### config.mk
export PLATFORM = sky130hd
export DESIGN_NAME = tof_ctrl_top
export DESIGN_NICKNAME = d
export VERILOG_FILES = /design/src/hw/tof_bus_pkg.sv /design/src/hw/tof_cmd_pkg.sv /design/src/hw/tof_script_rom.sv /design/src/hw/tof_script_player.sv /design/src/hw/tof_frame_reader.sv /design/src/hw/tof_sequencer.sv /design/src/hw/tof_ctrl_top.sv
export VERILOG_INCLUDE_DIRS = /design/src /design/src/hw
export SDC_FILE = /design/constraint.sdc
export NUM_CORES = 1
export LEC_CHECK = 0
export BUFFER_PORTS_ARGS = -buffer_cell sky130_fd_sc_hd__buf_2
export CELL_PAD_IN_SITES_DETAIL_PLACEMENT = 1
export CELL_PAD_IN_SITES_GLOBAL_PLACEMENT = 1
export CORE_MARGIN = 2
export CORE_UTILIZATION = 45
export CTS_BUF_LIST = sky130_fd_sc_hd__clkbuf_8
export DETAILED_ROUTE_END_ITERATION = 12
export PLACE_DENSITY_LB_ADDON = 0.1
export SYNTH_ARGS = -nofsm -noshare
export SYNTH_HDL_FRONTEND = slang
export SYNTH_SLANG_ARGS = --single-unit
### constraint.sdc
create_clock -name clk -period 2.9 [get_ports clk]
set_input_delay 0.435 -clock clk [delete_from_list [all_inputs] [get_ports clk]]
set_output_delay 0.435 -clock clk [all_outputs]
set_load 0.01 [all_outputs]
### src/hw/tof_params.svh
`ifndef TOF_PARAMS_SVH
`define TOF_PARAMS_SVH

////////////////////////////////////////////////////////////
// Bus widths
////////////////////////////////////////////////////////////

`define TOF_ADDR_W      16      // Sensor register address
`define TOF_DATA_W      8

////////////////////////////////////////////////////////////
// Result frame layout
////////////////////////////////////////////////////////////

// Header bytes 0 to 27, distances 28 to 155, footer up to 179
`define TOF_FRAME_BYTES 180
`define TOF_DIST_FIRST  28
`define TOF_ZONES       64      // 8x8 zones, two bytes each

// Boot segments plus start-ranging segment
`define TOF_SCRIPT_LEN  70

`endif

### src/hw/tof_bus_pkg.sv
`include "tof_params.svh"

package tof_bus_pkg;

    typedef logic [`TOF_ADDR_W-1:0] reg_addr_t;
    typedef logic [`TOF_DATA_W-1:0] bus_byte_t;

    // One register access of a script, 26 bits
    typedef struct packed {
        reg_addr_t addr;
        bus_byte_t value;
        logic      rd;      // Read access, value unused
        logic      last;    // Last entry of its segment
    } script_entry_t;

    typedef logic [$clog2(`TOF_SCRIPT_LEN)-1:0] script_idx_t;

    ////////////////////////////////////////////////////////////
    // Ranging results
    ////////////////////////////////////////////////////////////

    typedef logic [$clog2(`TOF_ZONES)-1:0] zone_t;
    typedef logic [2*`TOF_DATA_W-1:0]      distance_t;    // mm

endpackage

### src/hw/tof_cmd_pkg.sv
package tof_cmd_pkg;

    // Host command codes
    typedef enum logic [3:0] {
        SW_REBOOT1       = 4'd1,
        SW_REBOOT2       = 4'd2,
        SW_REBOOT3       = 4'd3,
        DOWNLOAD_DATA    = 4'd4,    // Read frame now
        RESET_MCU        = 4'd6,
        START_RANGING    = 4'd13,
        DATA_ACQUISITION = 4'd14    // Wait for interrupt, then read
    } cmd_t;

    localparam tof_bus_pkg::reg_addr_t DIST_BASE = 16'h0000;

    // First script table entry of each segment
    function automatic tof_bus_pkg::script_idx_t seg_first(input cmd_t cmd);
        case (cmd)
            SW_REBOOT1:    return 7'd0;
            SW_REBOOT2:    return 7'd15;
            SW_REBOOT3:    return 7'd17;
            RESET_MCU:     return 7'd47;
            START_RANGING: return 7'd63;
            default:       return 7'd0;
        endcase
    endfunction

endpackage

### src/hw/tof_script_rom.sv
`timescale 1ns/100ps
`include "tof_params.svh"

module tof_script_rom (
    input  tof_bus_pkg::script_idx_t   idx,
    output tof_bus_pkg::script_entry_t entry
);

    localparam int ENTRY_W = `TOF_ADDR_W + `TOF_DATA_W;
    localparam tof_bus_pkg::script_idx_t READ_IDX = 7'd4;  // 7FFF readback

    // {address, value}
    localparam logic [ENTRY_W-1:0] SCRIPT [`TOF_SCRIPT_LEN] = '{
        // Software reboot part 1
        24'h7FFF_00, 24'h0009_04, 24'h000F_40, 24'h000A_03, 24'h7FFF_00,
        24'h000C_01, 24'h0101_00, 24'h0102_00, 24'h010A_01, 24'h4002_01,
        24'h4002_00, 24'h010A_03, 24'h0103_01, 24'h000C_00, 24'h000F_43,
        // Part 2
        24'h000F_40, 24'h000A_01,
        // Part 3
        24'h7FFF_00, 24'h000E_01, 24'h7FFF_02,
        24'h0003_0D, 24'h7FFF_01, 24'h7FFF_00, 24'h000C_01, 24'h7FFF_00,
        24'h0101_00, 24'h0102_00, 24'h010A_01, 24'h4002_01, 24'h4002_00,
        24'h010A_03, 24'h0103_01, 24'h400F_00, 24'h021A_43, 24'h021A_03,
        24'h021A_01, 24'h021A_00, 24'h0219_00, 24'h021B_00, 24'h7FFF_00,
        24'h000C_00, 24'h7FFF_01, 24'h0020_07, 24'h0020_06, 24'h7FFF_09,
        24'h7FFF_0A, 24'h7FFF_0B,           // Bank writes, no command reaches them
        // MCU reset
        24'h7FFF_01, 24'h7FFF_02, 24'h0003_0D,
        24'h7FFF_01, 24'h7FFF_00, 24'h000C_01, 24'h7FFF_00, 24'h0114_00,
        24'h0115_00, 24'h0116_42, 24'h0117_00, 24'h000B_00, 24'h7FFF_00,
        24'h000C_00, 24'h000B_01, 24'h7FFF_02,
        // Start ranging
        24'h7FFF_00, 24'h0009_05, 24'h7FFF_02, 24'h2FFF_00, 24'h3000_03,
        24'h3001_00, 24'h3002_00
    };

    always_comb begin
        entry = '0;
        if (idx < `TOF_SCRIPT_LEN) begin
            entry.addr  = SCRIPT[idx][ENTRY_W-1:`TOF_DATA_W];
            entry.value = SCRIPT[idx][`TOF_DATA_W-1:0];
            entry.rd    = (idx == READ_IDX);
            // Segment ends
            entry.last  = idx inside {7'd14, 7'd16, 7'd44, 7'd62, 7'd69};
        end
    end

endmodule

### src/hw/tof_script_player.sv
`timescale 1ns/100ps

module tof_script_player (
    input  logic                       clk,
    input  logic                       reset,
    input  logic                       go,
    input  tof_bus_pkg::script_idx_t   first_idx,
    output tof_bus_pkg::script_idx_t   rom_idx,
    input  tof_bus_pkg::script_entry_t rom_entry,
    output logic                       bus_start,
    input  logic                       bus_ready,
    output tof_bus_pkg::reg_addr_t     reg_addr,
    output tof_bus_pkg::bus_byte_t     wr_data,
    output logic                       is_read,
    output logic                       done
);

    typedef enum logic [1:0] {
        P_IDLE,
        P_LOAD,     // Fetch entry from table
        P_REQ,      // bus_start high
        P_REL       // Wait for bus_ready low
    } state_t;

    state_t                   state;
    tof_bus_pkg::script_idx_t idx;
    logic                     last_entry;

    assign rom_idx   = idx;
    assign bus_start = (state == P_REQ);

    ////////////////////////////////////////////////////////////
    // Entry sequencing
    ////////////////////////////////////////////////////////////

    always_ff @(posedge clk) begin
        if (reset) begin
            state      <= P_IDLE;
            idx        <= '0;
            last_entry <= 1'b0;
            done       <= 1'b0;
        end else begin
            done <= 1'b0;
            case (state)
                P_IDLE: begin
                    if (go) begin
                        idx   <= first_idx;
                        state <= P_LOAD;
                    end
                end
                P_LOAD: begin
                    last_entry <= rom_entry.last;
                    state      <= P_REQ;
                end
                P_REQ: begin
                    if (bus_ready)
                        state <= P_REL;
                end
                P_REL: begin
                    if (!bus_ready) begin
                        if (last_entry) begin
                            done  <= 1'b1;
                            state <= P_IDLE;
                        end else begin
                            idx   <= idx + 1'b1;
                            state <= P_LOAD;
                        end
                    end
                end
                default: state <= P_IDLE;
            endcase
        end
    end

    // Held through the whole transfer; read data is dropped
    always_ff @(posedge clk) begin
        if (state == P_LOAD) begin
            reg_addr <= rom_entry.addr;
            wr_data  <= rom_entry.value;
            is_read  <= rom_entry.rd;
        end
    end

endmodule

### src/hw/tof_frame_reader.sv
`timescale 1ns/100ps
`include "tof_params.svh"

module tof_frame_reader (
    input  logic                   clk,
    input  logic                   reset,
    input  logic                   go,
    output logic                   bus_start,
    input  logic                   bus_ready,
    output tof_bus_pkg::reg_addr_t reg_addr,
    input  tof_bus_pkg::bus_byte_t rd_data,
    output logic                   dist_valid,
    output tof_bus_pkg::distance_t dist_mm,
    output tof_bus_pkg::zone_t     zone_idx,
    output logic                   done
);

    localparam int CNT_W     = $clog2(`TOF_FRAME_BYTES);
    localparam int DIST_LAST = `TOF_DIST_FIRST + 2 * `TOF_ZONES - 1;

    typedef enum logic [1:0] {
        F_IDLE,
        F_REQ,
        F_REL
    } state_t;

    state_t                 state;
    logic [CNT_W-1:0]       byte_idx;
    logic [CNT_W-1:0]       dist_off;   // Byte offset into distance block
    logic                   in_dist;
    tof_bus_pkg::bus_byte_t hi_byte;

    assign bus_start = (state == F_REQ);
    assign reg_addr  = tof_cmd_pkg::DIST_BASE + tof_bus_pkg::reg_addr_t'(byte_idx);
    assign dist_off  = byte_idx - CNT_W'(`TOF_DIST_FIRST);
    assign in_dist   = (byte_idx >= CNT_W'(`TOF_DIST_FIRST)) &&
                       (byte_idx <= CNT_W'(DIST_LAST));

    ////////////////////////////////////////////////////////////
    // One single-byte read per frame byte
    ////////////////////////////////////////////////////////////

    always_ff @(posedge clk) begin
        if (reset) begin
            state      <= F_IDLE;
            byte_idx   <= '0;
            dist_valid <= 1'b0;
            done       <= 1'b0;
        end else begin
            dist_valid <= 1'b0;
            done       <= 1'b0;
            case (state)
                F_IDLE: begin
                    if (go) begin
                        byte_idx <= '0;
                        state    <= F_REQ;
                    end
                end
                F_REQ: begin
                    if (bus_ready) begin
                        dist_valid <= in_dist && dist_off[0];   // Low byte closes a zone
                        state      <= F_REL;
                    end
                end
                F_REL: begin
                    if (!bus_ready) begin
                        if (byte_idx == CNT_W'(`TOF_FRAME_BYTES - 1)) begin
                            done  <= 1'b1;
                            state <= F_IDLE;
                        end else begin
                            byte_idx <= byte_idx + 1'b1;
                            state    <= F_REQ;
                        end
                    end
                end
                default: state <= F_IDLE;
            endcase
        end
    end

    // Big-endian pairs
    always_ff @(posedge clk) begin
        if (state == F_REQ && bus_ready && in_dist) begin
            if (dist_off[0]) begin
                dist_mm  <= {hi_byte, rd_data};
                zone_idx <= tof_bus_pkg::zone_t'(dist_off >> 1);
            end else begin
                hi_byte <= rd_data;
            end
        end
    end

endmodule

### src/hw/tof_sequencer.sv
`timescale 1ns/100ps

module tof_sequencer (
    input  logic                     clk,
    input  logic                     reset,
    input  logic                     cmd_req,
    input  tof_cmd_pkg::cmd_t        cmd_code,
    output logic                     cmd_ack,
    input  logic                     tof_int,
    output logic                     play_go,
    output tof_bus_pkg::script_idx_t play_first,
    input  logic                     play_done,
    output logic                     read_go,
    input  logic                     read_done,
    input  logic                     play_start,
    input  logic                     read_start,
    input  tof_bus_pkg::reg_addr_t   play_addr,
    input  tof_bus_pkg::reg_addr_t   read_addr,
    input  tof_bus_pkg::bus_byte_t   play_data,
    input  logic                     play_is_read,
    output logic                     bus_start,
    output tof_bus_pkg::reg_addr_t   reg_addr,
    output tof_bus_pkg::bus_byte_t   wr_data,
    output logic                     is_read
);

    typedef enum logic [2:0] {
        S_IDLE,
        S_RUN_SCRIPT,
        S_WAIT_INT,
        S_READ_FRAME,
        S_ACK,
        S_RELEASE       // Hold ack until host drops req
    } state_t;

    state_t state;

    ////////////////////////////////////////////////////////////
    // Command FSM
    ////////////////////////////////////////////////////////////

    always_ff @(posedge clk) begin
        if (reset) begin
            state   <= S_IDLE;
            cmd_ack <= 1'b0;
            play_go <= 1'b0;
            read_go <= 1'b0;
        end else begin
            play_go <= 1'b0;
            read_go <= 1'b0;
            case (state)
                S_IDLE: begin
                    if (cmd_req) begin
                        case (cmd_code)
                            tof_cmd_pkg::SW_REBOOT1, tof_cmd_pkg::SW_REBOOT2,
                            tof_cmd_pkg::SW_REBOOT3, tof_cmd_pkg::RESET_MCU,
                            tof_cmd_pkg::START_RANGING: begin
                                play_go <= 1'b1;
                                state   <= S_RUN_SCRIPT;
                            end
                            tof_cmd_pkg::DOWNLOAD_DATA: begin
                                read_go <= 1'b1;
                                state   <= S_READ_FRAME;
                            end
                            tof_cmd_pkg::DATA_ACQUISITION: state <= S_WAIT_INT;
                            default: state <= S_ACK;    // Unsupported, ack only
                        endcase
                    end
                end
                S_RUN_SCRIPT: if (play_done) state <= S_ACK;
                S_WAIT_INT: begin
                    if (tof_int) begin
                        read_go <= 1'b1;
                        state   <= S_READ_FRAME;
                    end
                end
                S_READ_FRAME: if (read_done) state <= S_ACK;
                S_ACK: begin
                    cmd_ack <= 1'b1;
                    state   <= S_RELEASE;
                end
                S_RELEASE: begin
                    if (!cmd_req) begin
                        cmd_ack <= 1'b0;
                        state   <= S_IDLE;
                    end
                end
                default: state <= S_IDLE;
            endcase
        end
    end

    always_ff @(posedge clk) begin
        if (state == S_IDLE)
            play_first <= tof_cmd_pkg::seg_first(cmd_code);
    end

    // Bus goes to whichever engine is running
    always_comb begin
        bus_start = 1'b0;
        reg_addr  = '0;
        wr_data   = '0;
        is_read   = 1'b0;
        if (state == S_RUN_SCRIPT) begin
            bus_start = play_start;
            reg_addr  = play_addr;
            wr_data   = play_data;
            is_read   = play_is_read;
        end else if (state == S_READ_FRAME) begin
            bus_start = read_start;
            reg_addr  = read_addr;
            is_read   = 1'b1;
        end
    end

endmodule

### src/hw/tof_ctrl_top.sv
`timescale 1ns/100ps

module tof_ctrl_top (
    input  logic                   clk,
    input  logic                   reset,
    input  logic                   cmd_req,
    input  tof_cmd_pkg::cmd_t      cmd_code,
    output logic                   cmd_ack,
    input  logic                   tof_int,
    output logic                   bus_start,
    input  logic                   bus_ready,
    output tof_bus_pkg::reg_addr_t reg_addr,
    output tof_bus_pkg::bus_byte_t wr_data,
    output logic                   is_read,
    input  tof_bus_pkg::bus_byte_t rd_data,
    output logic                   dist_valid,
    output tof_bus_pkg::distance_t dist_mm,
    output tof_bus_pkg::zone_t     zone_idx
);

    logic                       play_go, play_done, play_start, play_is_read;
    logic                       read_go, read_done, read_start;
    tof_bus_pkg::script_idx_t   play_first, rom_idx;
    tof_bus_pkg::script_entry_t rom_entry;
    tof_bus_pkg::reg_addr_t     play_addr, read_addr;
    tof_bus_pkg::bus_byte_t     play_data;

    tof_sequencer u_seq (
        .clk, .reset, .cmd_req, .cmd_code, .cmd_ack, .tof_int,
        .play_go, .play_first, .play_done, .read_go, .read_done,
        .play_start, .read_start, .play_addr, .read_addr,
        .play_data, .play_is_read,
        .bus_start, .reg_addr, .wr_data, .is_read
    );

    tof_script_player u_player (
        .clk, .reset, .go(play_go), .first_idx(play_first),
        .rom_idx, .rom_entry, .bus_start(play_start), .bus_ready,
        .reg_addr(play_addr), .wr_data(play_data), .is_read(play_is_read),
        .done(play_done)
    );

    tof_script_rom u_rom (.idx(rom_idx), .entry(rom_entry));

    tof_frame_reader u_reader (
        .clk, .reset, .go(read_go), .bus_start(read_start), .bus_ready,
        .reg_addr(read_addr), .rd_data, .dist_valid, .dist_mm, .zone_idx,
        .done(read_done)
    );

endmodule

==> flow_metrics.py, run 1 <==
metrics = {
    "clock_tree": {
        "cts_tree": "done",
        "postCtsSetupRepairBufs": 0,
        "clock_sinks": 81,
        "ctsResizeCount": 0,
        "clock_tree.buffer_depth": 2,
        "clk_latency_ns": 0.37,
        "path_clk_slew_ns": 0.08,
        "cts_root_buf": "clkbuf_8",
        "numCtsBuffers": 9,
        "ctsHoldBuffers": 0,
        "htreeDepth": 3,
    },
    "timing": {
        "fin_tns_setup_ns": 0,
        "setup_viol": 0,
        "finalCriticalPeriod_ns": 2.29,
        "timing.fmax_mhz": 437,
        "hold_ws_ns": 0.284,
        "period_share_pct": 78.8,
        "slew_headroom_pct": 55.3,
        "skew_ns": 0.0244,
        "final_hold_viol_count": 0,
        "worst_slew_pin_slew_ns": 0.668,
        "final_max_slew_viol_count": 0,
        "grt_setup_unrepaired": "false",
    },
    "critical_path": {
        "cp_top_family": "simple AND/OR/NAND/NOR gates",
        "crit_arrival_ns": 1.85,
        "path_buf_inv": 1,
        "worstPathCellList": "nand2b_1 -> nor2_1 -> and2_1 -> buf_2",
        "required_ns": 2.47,
        "crit_path_start_kind": "flip-flop",
        "crit_path_top_delay_cell": "nor2_1",
        "endpoint_kind": "primary output",
        "crit_type": "reg2out",
        "slowest_delay_ns": 0.53,
        "worstPathMaxFanout": 11,
    },
    "logic_synthesis": {
        "yosysUniqueCellTypes": 69,
        "ys_seq_area_share_pct": 43.6,
        "synthArstFlopShare_pct": 0,
        "ys_seq_elements": 81,
        "synthFlopType": "edfxtp_1",
        "synth_area_um2": 4910,
        "syn_inst": 528,
        "synth-edff-count": 52,
        "avgSynthCellArea_um2": 9.30,
        "yosys_warnings": 0,
    },
    "final_layout": {
        "antenna_cells_inserted": 0,
        "area_growth_pct": 12.3,
        "fill_cells": 1299,
        "final_nets": 612,
        "drive_gt1_share_pct": 18.4,
    },
    "floorplan": {
        "die_area_um2": 11800,
        "die_y_um": 108,
        "initial_utilization_pct": 45.7,
        "rows": 38,
        "io_pins": 67,
        "die_w_um": 108,
        "core_area_um2": 10700,
    },
    "grt": {
        "antenna_found_initial": 0,
        "grt_pass1_vias": 4312,
        "grt_max_degree": 27,
        "grt_pass1_wl_um": 22800,
        "gr-total-overflow": 0,
        "gr-usage-all-layers_pct": 25.0,
    },
    "placed_design": {
        "place_congestion": 0.965,
        "port_buffers": 62,
        "post-dp-hpwl_um": 10200,
    },
    "route": {
        "via_count": 4187,
        "wl_met1_um": 6400,
        "drc_errors": 0,
        "first_pass_iters": 5,
        "viasPerCell": 5.81,
        "wl_per_cell_um": 19.3,
        "drtAntennaViolNets": 0,
        "route.met3.wl_um": 756,
        "routed_wl_um": 13900,
        "routed.top_layer": "met4",
        "wl_met2_um": 6550,
        "drt-initial-drc-count": 420,
    },
    "pwr": {
        "combinationalPowerShare_pct": 52.6,
        "ir_worst_vdd_v": 0.000507,
        "power_density_nw_per_um2": 946,
        "clkPwrFrac_pct": 15.2,
        "p_sw_uw": 2270,
        "internal_power_uw": 2940,
        "p_seq_share_pct": 32.2,
        "p_leak_uw": 0.00204,
        "p_sw_share_pct": 43.6,
    },
    "worst_hold_path": {
        "hold_class": "in2reg",
    },
    "run": {
        "maxCapViolCount": 0,
    },
    "outcome": {
        "status": "finished, final reports clean",
    },
}
stage by stage:
| stage | cell area, um^2 | instances | total power [uW] | utilization, % | worst slack, ns |
|---|---|---|---|---|---|
| CTS | 5520 | 721 | 5210 | 51.3 | 0.556 |
| global placement | 5330 | 705 | 4350 | 49.6 | 0.744 |
| global route | 5520 | 721 | 5610 | 51.3 | 0.390 |
| finish | 5520 | 721 | 5220 | 51.3 | 0.614 |
| detailed placement | 5330 | 705 | 4400 | 49.6 | 0.684 |
| floorplan | 4920 | 531 | 3540 | - | 0.250 |
logic make-up after synthesis:
logic type	share of synthesized area (%)
other cells	0.0764
xor+xnor	1.78
fa+ha+maj	4.84
mux	4.41
flops	43.6
simple gates	19.8
compound gates	19.6
buf+inv	5.86
final timing paths:
check | from | endpoint | slack, ns | depth (start not counted)
setup / recovery | u_seq.state[2]$_SDFFE_PP0P_ | reg_addr[10] | 0.61 | 4
hold / removal | rd_data[6] | u_reader.hi_byte[6]$_DFFE_PP_ | 0.28 | 1
setup reg to reg | u_player.rom_idx[1]$_SDFFE_PP0P_ | u_player.reg_addr[12]$_SDFFCE_PP0N_ | 0.63 | 6
hold reg to reg | u_reader.hi_byte[3]$_DFFE_PP_ | u_reader.dist_mm[11]$_DFFE_PP_ | 0.42 | 0
metal layers:
layer  track usage [%]  up-vias
li1                  -     1998
met3              4.28       22
met2              41.1      155
met5                 0        -
met4              8.06        0
met1              33.6     2012
power groups by stage:
stage	Combinational, uW	Sequential (uW)	Clock [uW]
after global routing	3040	1710	860
after global placement	2660	1690	0
final	2740	1680	794
after floorplan	1910	1630	0
after CTS	2710	1680	818
after detailed placement	2700	1710	0
layout by cell type (no fill, tap or decap), types with 7 or more instances in the layout:
cell	n
a211oi_1	16
a21oi_1	35
a31oi_1	10
and2_1	15
buf_2	62
buf_4	18
clkbuf_8	9
dfxtp_1	29
edfxtp_1	52
ha_1	19
inv_1	17
mux2i_1	16
nand2_1	36
nand2b_1	21
nand3_1	12
nor2_1	61
nor2b_1	9
nor3_1	16
o21ai_0	21
xnor2_1	7
Yosys cell counts, types with 5 or more instances:
| master | instances | area share [%] |
|---|---|---|
| a211o_1 | 6 | 1.1 |
| a211oi_1 | 16 | 2.4 |
| a21oi_1 | 35 | 3.6 |
| a22oi_1 | 5 | 0.76 |
| a31oi_1 | 10 | 1.3 |
| and2_1 | 15 | 1.9 |
| buf_2 | 11 | 1.1 |
| buf_4 | 5 | 0.76 |
| clkbuf_1 | 24 | 1.8 |
| dfxtp_1 | 29 | 12 |
| edfxtp_1 | 52 | 32 |
| ha_1 | 19 | 4.8 |
| inv_1 | 14 | 1.1 |
| mux2i_1 | 16 | 3.3 |
| nand2_1 | 36 | 2.8 |
| nand2b_1 | 21 | 2.7 |
| nand3_1 | 12 | 1.2 |
| nor2_1 | 62 | 4.7 |
| nor2b_1 | 9 | 1.1 |
| nor3_1 | 16 | 1.6 |
| o21ai_0 | 21 | 2.1 |
| o22ai_1 | 6 | 0.76 |
| xnor2_1 | 7 | 1.2 |
cell type report:
class / count / area, um^2 / share of cell area [%]
Multi-Input combinational cell: 388 / 2490 / 45.2
Clock buffer: 9 / 124 / 2.25
Sequential cell: 81 / 2140 / 38.8
Clock inverter: 7 / 57.6 / 1.04
Timing Repair Buffer: 81 / 465 / 8.44
Inverter: 15 / 56.3 / 1.02
Tap cell: 140 / 175 / 3.18
flip-flops by register name (all words and copies together), names as in the netlist:
| signal | flops |
|---|---|
| u_player.reg_addr | 12 |
| u_reader.state | 2 |
| u_player.wr_data | 5 |
| u_seq.play_go | 1 |
| u_reader.byte_idx | 8 |
| u_player.done | 1 |
| u_reader.dist_valid | 1 |
| u_seq.cmd_ack | 1 |
| u_seq.read_go | 1 |
| u_reader.dist_mm | 16 |
| u_player.last_entry | 1 |
| u_seq.play_first | 4 |
| u_player.rom_idx | 7 |
| u_seq.state | 3 |
| u_reader.done | 1 |
| u_reader.zone_idx | 6 |
| u_player.state | 2 |
| u_player.is_read | 1 |
| u_reader.hi_byte | 8 |
Power figures use the tool's default switching activity.
==> inputs of run 2 (changes only) <==
Settings changed: ABC_AREA set to 1, CORE_UTILIZATION 45 to 44.
Clock period 2.9 ns to 2.25 ns, I/O delays scaled along.
==> run 2 against run 1 <==
Effect of this change: clock power up 30%; synthesized area decreased by 0.48%; die area rose by 1.7%.
==> flow_metrics.py, run 2 <==
metrics = {
    "outcome": {
        "status": "finished, final reports clean",
    },
    "final_layout": {
        "reg.largest.list": "u_reader.dist_mm x16, u_player.reg_addr x12",
        "final_common_cell": "nand2_1",
        "largest_reg_flops": 16,
        "layout_common_cells": "141 x nand2_1, 68 x inv_1, 66 x nor2_1",
        "fill_cells": 1372,
        "area_growth_pct": 12.9,
        "multi_input_area_um2": 2270,
        "largest-register": "u_reader.dist_mm",
        "drive_gt1_share_pct": 18.3,
        "stdcell_count": 833,
        "antenna_cells_inserted": 0,
        "seqCellArea_um2": 2140,
        "final_nets": 724,
    },
    "grt": {
        "antenna_found_initial": 0,
        "grt_max_degree": 25,
        "grt_pass1_vias": 4467,
        "gr-usage-all-layers_pct": 26.3,
        "gr-total-overflow": 0,
        "grt_pass1_wl_um": 23600,
    },
    "critical_path": {
        "ff2ff_setup_slack_ns": 0.23,
        "endpoint_kind": "primary output",
        "crit_arrival_ns": 1.71,
        "crit_path_start_kind": "flip-flop",
        "crit_type": "reg2out",
        "r2r-end": "u_player.reg_addr[0]$_SDFFCE_PP0N_",
        "required_ns": 1.91,
        "worstPathMaxFanout": 8,
        "r2r-start": "u_player.rom_idx[2]$_SDFFE_PP0P_",
        "worstRegToRegCells": 8,
    },
    "logic_synthesis": {
        "synth_area_um2": 4890,
        "synthArstFlopShare_pct": 0,
        "netlist_top_cells_count": "141 x nand2_1, 68 x inv_1, 67 x nor2_1",
        "yosys_warnings": 0,
        "avgSynthCellArea_um2": 7.84,
        "yosysTopAreaCellShare_pct": 32.0,
        "synthFlopType": "edfxtp_1",
        "syn_inst": 623,
        "ys_seq_elements": 81,
        "synth.area.top_cells": "edfxtp_1 32%, dfxtp_1 12%, nand2_1 11%",
        "synth-edff-count": 52,
        "synth_top_area_cell": "edfxtp_1",
        "synth_most_common_cell": "nand2_1",
        "ys_seq_area_share_pct": 43.8,
        "yosysUniqueCellTypes": 46,
    },
    "route": {
        "routed_wl_um": 15000,
        "drtAntennaViolNets": 0,
        "via_count": 4491,
        "drt-initial-drc-count": 281,
        "drc_errors": 0,
        "wl_per_cell_um": 18.0,
        "first_pass_iters": 5,
        "viasPerCell": 5.39,
    },
    "timing": {
        "final_max_slew_viol_count": 0,
        "slew_headroom_pct": 62.3,
        "fin_tns_setup_ns": 0,
        "hold_ws_ns": 0.151,
        "timing.fmax_mhz": 488,
        "final_hold_viol_count": 0,
        "worst_slew_pin_slew_ns": 0.565,
        "worst_slack_ns": 0.200,
        "setup_viol": 0,
        "finalCriticalPeriod_ns": 2.05,
        "skew_ns": 0.0142,
        "grt_setup_unrepaired": "false",
        "period_share_pct": 91.1,
    },
    "clock_tree": {
        "htreeDepth": 3,
        "clk_latency_ns": 0.38,
        "ctsHoldBuffers": 0,
        "clock_sinks": 81,
        "cts_tree": "done",
        "postCtsSetupRepairBufs": 0,
        "path_clk_slew_ns": 0.08,
        "clock_tree.buffer_depth": 2,
        "numCtsBuffers": 9,
        "cts_root_buf": "clkbuf_8",
        "ctsResizeCount": 0,
    },
    "floorplan": {
        "rows": 38,
        "initial_utilization_pct": 45.1,
        "core_area_um2": 10800,
        "die_area_um2": 12000,
        "die_y_um": 109,
        "io_pins": 67,
        "die_w_um": 109,
    },
    "pwr": {
        "p_leak_uw": 0.00248,
        "power_density_nw_per_um2": 1260,
        "ir_worst_vdd_v": 0.000758,
    },
    "placed_design": {
        "dp_cells": 817,
        "place_congestion": 0.932,
        "post-dp-hpwl_um": 11700,
        "port_buffers": 62,
        "pre_cts_slack_ns": 0.277,
    },
    "worst_hold_path": {
        "hold_end": "u_reader.dist_mm[7]$_DFFE_PP_",
        "hold_class": "in2reg",
        "worstHoldStart": "rd_data[7]",
        "whs_path_depth": 1,
    },
    "run": {
        "maxCapViolCount": 0,
    },
}
==> run 2: cell types whose count changed after synthesis, moves of 11 or more <==
cell / change
a211oi_1: -14
and2_1: -15
clkbuf_1: -21
inv_1: +54
mux2i_1: -16
nand2_1: +105
nand2b_1: -21
nand3_1: +42
o21ai_0: +15
o21ai_1: +11
==> run 2: stage by stage <==
stage	cell area, um^2	utilization (%)	total power, uW
5_1_grt	5520	50.9	7480
4_1_cts	5520	50.9	6950
3_5_place_dp	5330	49.2	5900
3_3_place_gp	5330	49.2	5820
6_report	5520	50.9	6960
2_1_floorplan	4900	-	4830
==> run 2: worst max-delay path by stage <==
stage,start,end,cells after the start
floorplan,u_reader.byte_idx[1]$_SDFFE_PP0P_,u_reader.dist_mm[0]$_DFFE_PP_,7
global placement,u_player.rom_idx[2]$_SDFFE_PP0P_,u_player.reg_addr[0]$_SDFFCE_PP0N_,8
detailed placement,u_player.rom_idx[2]$_SDFFE_PP0P_,u_player.reg_addr[0]$_SDFFCE_PP0N_,8
CTS,u_seq.state[1]$_SDFFE_PP0P_,reg_addr[3],5
global route,u_seq.state[1]$_SDFFE_PP0P_,reg_addr[1],5
finish,u_seq.state[1]$_SDFFE_PP0P_,reg_addr[3],5
==> run 2: cell families (layout without fill, tap and decap cells) <==
family	after synthesis	count (layout)	synth area share, %
AOI/OAI and AO/OA	114	114	13.4
xor gates and xnor gates	4	4	0.717
adders and majority gates	19	19	4.86
buffers and inverters	106	173	9.98
DFF	81	81	43.8
other	1	4	0.0767
and+or+nand+nor	298	298	27.1
==> run 2: where the power goes <==
| part | switching [uW] | internal [uW] | total, uW | leakage [uW] |
|---|---|---|---|---|
| clock | 611 | 421 | 1030 | 0.0000888 |
| sequential | 209 | 1980 | 2190 | 0.000708 |
| combinational | 2590 | 1150 | 3730 | 0.00168 |
| total | 3410 | 3550 | 6960 | 0.00248 |
==> run 2: cell type report <==
type | instances | share of cell area [%]
clock inverters | 7 | 1.11
flip-flops and latches | 81 | 38.9
repair buffers | 78 | 8.03
multi-input cells | 439 | 41.2
well taps | 140 | 3.18
inverters | 79 | 5.42
clock buffers | 9 | 2.25
==> run 2: critical path, cell delays in order (launching register included) <==
cell	delay, ns
dfxtp_2	0.42
nand2_1	0.08
nor2_1	0.18
inv_1	0.20
o21ai_0	0.28
buf_2	0.19
==> run 2: layer usage <==
metal  share of wire (%)  wire (um)  vias up  GRT usage (%)
li1                    -          -     2193              -
met3                 4.9        729       28           4.68
met5                   0          0        -              0
met1                  45       6740     2148           33.7
met2                  48       7160      122           44.2
met4                 2.5        369        0           9.95
==> inputs of run 3 (changes only) <==
Clock period 2.25 ns to 2.3 ns, I/O delays scaled along.
==> run 3 against run 2 <==
Effect of this change: combinational power decreased by 2%; die area unchanged; clock power increased by 4%; worst setup slack improved by 0.042 ns; register-to-register slack improved by 0.08 ns; global-route usage increased by 0.81 points; utilization decreased by 0.069 points; final area decreased by 0.14%; sequential share of layout area increased by 0.076 points; clock skew decreased by 0.0086 ns; critical path depth unchanged; first-iteration DRC count decreased by 3.6%.
==> flow_metrics.py, run 3 (same netlist as run 2, synthesis figures left out) <==
metrics = {
    "critical_path": {
        "crit_path_start_kind": "flip-flop",
        "cp-startpoint": "u_seq.state[1]$_SDFFE_PP0P_",
        "crit_path_top_delay_cell": "dfxtp_2",
        "slowest_delay_ns": 0.43,
        "worstPathMaxFanout": 8,
        "required_ns": 1.96,
        "crit_arrival_ns": 1.71,
        "worstRegToRegCells": 8,
        "crit_type": "reg2out",
        "r2r-start": "u_player.rom_idx[0]$_SDFFE_PP0P_",
        "endpoint_kind": "primary output",
        "worstPathCellList": "nand2_1 -> nor2_1 -> inv_1 -> o21ai_0 -> buf_2",
    },
    "clock_tree": {
        "cts_root_buf": "clkbuf_8",
        "cts_tree": "done",
        "clock_tree.buffer_depth": 2,
        "numCtsBuffers": 9,
        "clock_sinks": 81,
        "clk_latency_ns": 0.36,
        "path_clk_slew_ns": 0.09,
        "ctsResizeCount": 0,
        "ctsHoldBuffers": 0,
        "htreeDepth": 3,
        "postCtsSetupRepairBufs": 0,
    },
    "final_layout": {
        "stdcell_count": 831,
        "drive_gt1_share_pct": 18.2,
        "utilization_pct": 50.8,
        "final_area_um2": 5510,
        "reg.largest.list": "u_reader.dist_mm x16, u_player.reg_addr x12",
        "fill_cells": 1395,
        "final_nets": 722,
        "antenna_cells_inserted": 0,
        "largest-register": "u_reader.dist_mm",
        "layout_common_cells": "141 x nand2_1, 68 x inv_1, 66 x nor2_1",
        "final_common_cell": "nand2_1",
        "area_growth_pct": 12.7,
        "largest_reg_flops": 16,
    },
    "grt": {
        "grt_max_degree": 25,
        "gr-usage-all-layers_pct": 27.1,
        "grt_pass1_wl_um": 24500,
        "grt_pass1_vias": 4690,
        "gr-total-overflow": 0,
        "antenna_found_initial": 0,
    },
    "placed_design": {
        "pre_cts_slack_ns": 0.151,
        "dp_cells": 815,
        "port_buffers": 62,
        "post-dp-hpwl_um": 11700,
        "placed_area_um2": 5300,
        "place_congestion": 0.935,
    },
    "floorplan": {
        "die_w_um": 109,
        "initial_utilization_pct": 45.1,
        "core_area_um2": 10800,
        "die_area_um2": 12000,
        "rows": 38,
        "io_pins": 67,
        "die_y_um": 109,
    },
    "route": {
        "via_count": 4481,
        "viasPerCell": 5.39,
        "drc_errors": 0,
        "wl_per_cell_um": 18.4,
        "first_pass_iters": 4,
        "routed_wl_um": 15300,
        "drt-initial-drc-count": 271,
        "drtAntennaViolNets": 0,
    },
    "timing": {
        "period_share_pct": 89.5,
        "slew_headroom_pct": 64.5,
        "final_max_slew_viol_count": 0,
        "grt_setup_unrepaired": "false",
        "timing.fmax_mhz": 486,
        "final_hold_viol_count": 0,
        "skew_ns": 0.00565,
        "worst_slack_ns": 0.242,
        "setup_viol": 0,
        "fin_tns_setup_ns": 0,
        "worst_slew_pin_slew_ns": 0.530,
        "finalCriticalPeriod_ns": 2.06,
    },
    "pwr": {
        "ir_worst_vdd_v": 0.000870,
        "p_leak_uw": 0.00247,
        "power_density_nw_per_um2": 1250,
    },
    "outcome": {
        "status": "finished, final reports clean",
    },
    "run": {
        "maxCapViolCount": 0,
    },
    "worst_hold_path": {
        "worstHoldStart": "rd_data[7]",
        "whs_path_depth": 1,
        "hold_class": "in2reg",
    },
}
[run 3: cell count changes in the layout (fill, tap and decap cells not counted)]
cell       before  now
dfxtp_2         1    2
clkinv_4        1    3
buf_4          15   14
dfxtp_1        28   27
inv_8           1    0
inv_6           3    1
buf_12          1    0
bufinv_16       0    1
[run 3: report_power, final]
| part | leakage, uW | internal, uW | switching [uW] | total (uW) |
|---|---|---|---|---|
| combinational | 0.00167 | 1090 | 2570 | 3670 |
| clock | 0.0000960 | 510 | 558 | 1070 |
| sequential | 0.000709 | 1940 | 190 | 2130 |
[run 3: area by class of cell]
cell class                 count  area (um^2)  area share [%]
multi-input combinational    439         2270            41.2
sequential                    81         2140            38.9
timing repair buffer          76          415            7.54
inverter                      79          299            5.43
tap                          140          175            3.18
clock buffer                   9          124            2.25
clock inverter                 7         80.1            1.45
[run 3: path summary, 6_finish.rpt]
kind / slack, ns / to
worst max-delay path: 0.24 / reg_addr[3]
worst min-delay path: 0.17 / u_reader.dist_mm[7]$_DFFE_PP_
worst min register to register: 0.43 / u_reader.done$_SDFF_PP0_
worst max register to register: 0.31 / u_player.wr_data[0]$_SDFFCE_PP0N_
[run 3: worst max-delay path, delay by kind of cell (launching register included)]
kind                   cells  cell delay [ns]
AOI/OAI and AO/OA          1             0.27
buffers and inverters      2             0.38
DFF                        1             0.43
and+or+nand+nor            2             0.28
[run 3: metrics by stage]
stage,total power (uW),hold slack [ns]
2_1_floorplan,4720,0.399
3_3_place_gp,5670,0.401
3_5_place_dp,5750,0.408
4_1_cts,6860,0.142
5_1_grt,7420,0.155
6_report,6860,0.171
[run 3: per-layer routing]
metal | track usage, % | vias up | wire [um]
met4 | 11.8 | 0 | 592
met5 | 0 | - | 0
met3 | 4.39 | 44 | 762
met1 | 34.7 | 2118 | 6770
li1 | - | 2182 | -
met2 | 45.1 | 137 | 7180
